## src/verilog/oflow_core_pkg.sv

```systemverilog
/*
 * oflow core package
 * tracker-wide widths plus the score-board load and result structs
 */
package oflow_core_pkg;

	// --------------------------------------------------
	// widths
	// --------------------------------------------------
	localparam int SCORE_LEN = 12;                  // PE match score
	localparam int ID_LEN = 11;                     // bbox id, 2048 ids
	localparam int ROW_LEN = 3;                     // score-board row index
	localparam int PE_LEN = 2;                      // candidate slot index
	localparam int NUM_OF_BBOX_IN_FRAME_WIDTH = 4;  // bbox counts, up to 8 rows

	localparam int NUM_ROWS = 2 ** ROW_LEN;  // current bboxes held
	localparam int NUM_PES = 2 ** PE_LEN;    // candidates per row

	// --------------------------------------------------
	// score-board structs
	// --------------------------------------------------
	// one candidate slot write, sampled on the edge where we is high
	typedef struct packed {
		logic                 we;
		logic [ROW_LEN-1:0]   row;
		logic [PE_LEN-1:0]    pe;
		logic [SCORE_LEN-1:0] score;
		logic [ID_LEN-1:0]    id;
	} sb_load_t;

	// resolved view of one row
	typedef struct packed {
		logic              assigned;  // pointer bit, row has a final id
		logic [ID_LEN-1:0] id;
	} sb_result_t;

endpackage

```

## src/verilog/oflow_score_board.sv

```systemverilog
/*
 * score board
 * 8x4 candidate slots with per-row pointer, assigned bit and resolved id
 * combinational read paths for the CR FSM and for results
 */
`timescale 1ns/100ps

module oflow_score_board (
	input  logic                                   clk,
	input  logic                                   reset_N,
	input  oflow_core_pkg::sb_load_t               sb_load,
	// FSM read side
	input  logic [oflow_core_pkg::ROW_LEN-1:0]     row_sel_from_cr,
	input  logic [oflow_core_pkg::PE_LEN-1:0]      pe_sel_from_cr,
	output logic [oflow_core_pkg::SCORE_LEN-1:0]   score_to_cr,
	output logic [oflow_core_pkg::ID_LEN-1:0]      id_to_cr,
	output logic [oflow_core_pkg::PE_LEN:0]        pointer_of_row,  // {assigned, pe}
	// FSM write side
	input  logic [oflow_core_pkg::ROW_LEN-1:0]     row_to_change,
	input  logic [oflow_core_pkg::PE_LEN-1:0]      pe_to_change,
	input  logic                                   data_to_score_board_from_cr_pointer,
	input  logic                                   write_to_pointer,
	input  logic [oflow_core_pkg::ID_LEN-1:0]      data_to_score_board_from_cr_id,
	input  logic                                   write_to_id,
	// result side
	input  logic [oflow_core_pkg::ROW_LEN-1:0]     result_row,
	output oflow_core_pkg::sb_result_t             result
);

	logic [oflow_core_pkg::SCORE_LEN-1:0] score_mem [oflow_core_pkg::NUM_ROWS][oflow_core_pkg::NUM_PES];
	logic [oflow_core_pkg::ID_LEN-1:0]    id_mem [oflow_core_pkg::NUM_ROWS][oflow_core_pkg::NUM_PES];
	logic [oflow_core_pkg::ID_LEN-1:0]    res_id [oflow_core_pkg::NUM_ROWS];  // final ids
	logic [oflow_core_pkg::PE_LEN-1:0]    pointer [oflow_core_pkg::NUM_ROWS];  // current candidate
	logic [oflow_core_pkg::NUM_ROWS-1:0]  assigned;

	// --------------------------------------------------
	// storage
	// --------------------------------------------------
	always_ff @(posedge clk) begin
		if (sb_load.we) begin
			score_mem[sb_load.row][sb_load.pe] <= sb_load.score;
			id_mem[sb_load.row][sb_load.pe] <= sb_load.id;
		end
		if (write_to_id)
			res_id[row_to_change] <= data_to_score_board_from_cr_id;
	end

	// pointer and assigned bit, a load restarts the row
	always_ff @(posedge clk or negedge reset_N) begin
		if (!reset_N) begin
			pointer <= '{default: '0};
			assigned <= '0;
		end else begin
			if (sb_load.we) begin
				pointer[sb_load.row] <= '0;
				assigned[sb_load.row] <= 1'b0;
			end
			if (write_to_pointer) begin
				pointer[row_to_change] <= pe_to_change;
				assigned[row_to_change] <= data_to_score_board_from_cr_pointer;
			end
		end
	end

	// --------------------------------------------------
	// read paths
	// --------------------------------------------------
	assign score_to_cr = score_mem[row_sel_from_cr][pe_sel_from_cr];
	assign id_to_cr = id_mem[row_sel_from_cr][pe_sel_from_cr];
	assign pointer_of_row = {assigned[row_sel_from_cr], pointer[row_sel_from_cr]};
	assign result = oflow_core_pkg::sb_result_t'{assigned: assigned[result_row],
		id: res_id[result_row]};

	// loads only happen while CR idles, never on the row CR is updating
	a_no_load_cr_clash: assert property (@(posedge clk) disable iff (!reset_N)
		sb_load.we && (write_to_pointer || write_to_id) |-> sb_load.row != row_to_change);

endmodule

```

## config.mk

```make
export PLATFORM = sky130hd
export DESIGN_NAME = oflow_score_board
export DESIGN_NICKNAME = d
export VERILOG_FILES = /design/src/verilog/oflow_core_pkg.sv /design/src/verilog/oflow_score_board.sv
export SDC_FILE = /design/constraint.sdc
export NUM_CORES = 1
export LEC_CHECK = 0
export ABC_CLOCK_PERIOD_IN_PS = 2600
export BUFFER_PORTS_ARGS = -buffer_cell sky130_fd_sc_hd__buf_2
export CAP_MARGIN = 20
export CORE_MARGIN = 2
export CORE_UTILIZATION = 43
export CTS_CLUSTER_SIZE = 25
export DETAILED_ROUTE_END_ITERATION = 7
export PLACE_DENSITY = 0.7
export SETUP_SLACK_MARGIN = 0.15
export SYNTH_ARGS = -nofsm -noshare
export SYNTH_HDL_FRONTEND = slang
export SYNTH_SLANG_ARGS = --single-unit
```

## constraint.sdc

```tcl
create_clock -name clk -period 2.6 [get_ports clk]
set_input_delay 0.26 -clock clk [delete_from_list [all_inputs] [get_ports clk]]
set_output_delay 0.26 -clock clk [all_outputs]
set_load 0.005 [all_outputs]
```

==> results.md <==
- Worst-path clk slew: 0.06 ns
- Initial Utilization: 0.433
- Post-synth EDFFs: 824
- Max-slew headroom: 0.497
- Port Buffers: 95
- Antenna-violating nets left: 0
- Cell with the most instances after synthesis: edfxtp_1
- DRC viols: 0
- WL per Instance: 24.5 um
- CTS Sinks: 848
- Clk root buf: clkbuf_16
- Final nets: around 2100
- Post-synth top area cell: edfxtp_1
- Post-DR vias/cell: 5.64
- Avg Cell Area, Syn: 17.9 um2
- HP Class: in -> reg
- VDD IR max: ~0.0006 V
- CTS tree: yes
- P&R area growth vs syn: 15.6%
- Setup_tns: 0 ns
- Number of buffers created by CTS: 82
- RSZ-0062 raised after global routing: true
- Total GRT Usage: 0.190
- Tcrit/Tclk final: 0.919
- Final setup viols: 0
- Largest net degree at the start of global routing: 53
- CP max FO: 1
- Final HPWL DP: 44.8 mm
- Setup bufs post-CTS: 0
- Setup CP Type: reg -> out
- Skew final: 0 ns
- Tmin final: 2.39 ns
- CP delay by family, top: simple AND/OR/NAND/NOR gates
- Die height: 283 um
- Iteration-0 DRC count of the detailed router: between 1500 and 2000
- Core area: 77300 um2
- Rows: 102
- Cells after synthesis: 1874
- Pwr Density: 748 nW/um2
- Yosys reg bits: 848
- Sequential area share after synthesis: 0.756
- Die Footprint: 80200 um2
- Antenna violations before repair: 14
- Synthesis Warnings: 0
- Synthesized net count: 1932
- Routability Congestion: 0.812
- First-pass GRT wire length: ~110 mm
- Slowest cell on crit path: nor3_1
- Via count: 17900
- Top post-synthesis cells by count: 824 x edfxtp_1, 368 x mux2i_1, 100 x nand2_1, 92 x a22oi_1, 49 x nand3_1
- Fmax: 0.418 GHz
- Clock Tree Buf Depth: 3
- Fin Hold WS: 0.0815 ns
- Slew Viols, Final: 0
- Ys async rst share: 0.0283
- Hold Violations, Final: 0
- Vias in the first global route: between 15000 and 20000
- Yosys cell types: 34
- Lkg Pwr: 13.5 nW
- Run status: finished clean
- Die X-Extent: 283 um
- Crit path DAT: 2.13 ns
- CP endpoint kind: output pin
- Launching element type of the critical path: flip-flop
- Footprint of the multi-input gates: 7530 um2
- Synth top area share: 0.738
- GRT overflow: 0
- I/O pin count: 96
- Ys flop type: edfxtp_1
- Register area: 25300 um2
- Number of max-cap violations: 0
- Largest stage delay on the critical path: 0.44 ns
- Fill cells: 6182
- Drt first pass iters: 5
- Area contributors post-synth: edfxtp_1 74%, mux2i_1 11%, a22oi_1 2.1%
- Skew-Pair Late Insertion Delay: 0.62 ns
- H-tree levels: 3
- CP required: 2.34 ns
- Layout cells sized above 1: 0.193
- Slew at the pin closest to its max-slew limit: between 0.7 and 0.8 ns
- Worst path buffer plus inverter count: 1
- Total Wirelength: 77.5 mm
- Worst-path cell chain: mux2i_1 > a22o_1 > nor3_1 > a31oi_1 > nand3_1 > buf_2
- Post-synth design cell area: 33500 um2
[cell type report]
| class | count | area share |
|---|---|---|
| repair buffers | 208 | 0.0469 |
| multi-input cells | 913 | 0.194 |
| clock inverters | 52 | 0.0151 |
| flip-flops and latches | 848 | 0.654 |
| well taps | 1040 | 0.0336 |
| diodes | 4 | 0.000258 |
| clock buffers | 99 | 0.0557 |
| inverters | 2 | 0.000194 |
[layer usage]
layer / vias to the layer above / share of wire / routed length [um] / track usage
li1: 7844 / - / - / -
met1: 9170 / 0.41 / 32100 / 0.261
met2: 683 / 0.49 / 37600 / 0.310
met3: 133 / 0.076 / 5880 / 0.0366
met4: 20 / 0.023 / 1800 / 0.0591
met5: - / 0.0015 / 120 / 0
[cell usage in the layout (no fill, tap or decap), types with 4 or more instances in the layout]
master	count
edfxtp_1	824
mux2i_1	368
nand2_1	100
buf_2	93
a22oi_1	92
clkbuf_16	84
buf_4	62
nand3_1	47
a21oi_1	46
a22o_1	46
buf_12	35
nor2_2	32
mux4_2	30
o21ai_0	24
nand4_1	24
dfrtp_1	24
nor3_1	23
a31oi_1	18
clkinv_2	16
mux2_2	15
clkbuf_1	15
clkinv_1	15
dlygate4sd3_1	15
nor2_1	13
bufinv_16	9
nand2b_1	6
nand3b_1	6
a31oi_2	5
diode_2	4
nor3_2	4
[through the flow]
step            util  power, mW  setup WS, ns  cells  instance area (um2)
6_report       0.501       29.0         0.210   3166                38700
4_1_cts        0.500       29.1         0.165   3162                38700
3_5_place_dp   0.463       17.3         0.166   2996                35800
5_1_grt        0.501       29.8         0.136   3166                38700
2_1_floorplan      -       16.6         0.313   1874                33500
3_3_place_gp   0.463       17.2         0.181   2996                35800
[cells by family after synthesis]
group	synth area share
flip-flops	0.756
AO/OA/AOI/OAI	0.0474
buffers and inverters	0.0243
AND/OR/NAND/NOR	0.0373
multiplexers	0.135
[registers in the layout, indices dropped and copies added (netlist names)]
signal,cells
score_mem,384
id_mem,352
res_id,88
pointer,16
assigned,8
[power by group]
group          switching, mW  leakage (nW)  internal, mW
Clock                   5.04          1.34          6.89
Combinational           1.07          4.41         0.665
Sequential            0.0800          7.74          15.2
[worst min-delay path: cells and delay by family]
family                 cells  cell delay [ns]
AO/OA/AOI/OAI              1             0.06
buffers and inverters      1             0.14
AND/OR/NAND/NOR            2             0.20
[what timing repair did]
| item | CTS | global route |
|---|---|---|
| hold buffers | 15 | 0 |
| endpoints found under the setup margin | 2 | 15 |
| gates resized for setup | 2 | 11 |
| hold endpoints to repair | 136 | 0 |
[path summary, 6_finish.rpt]
check,startpoint,endpoint,slack [ns],cells past startpoint
max in group asynchronous,reset_N,assigned[0],2.02,2
hold / removal,row_to_change[0],pointer[6],0.08,4
setup / recovery,score_mem[0][44],score_to_cr[8],0.21,6
setup reg to reg,pointer[15],pointer[15],1.85,2
hold reg to reg,pointer[6],pointer[6],0.53,2
min in group asynchronous,reset_N,assigned[6],0.20,2
Power figures use the tool's default switching activity.
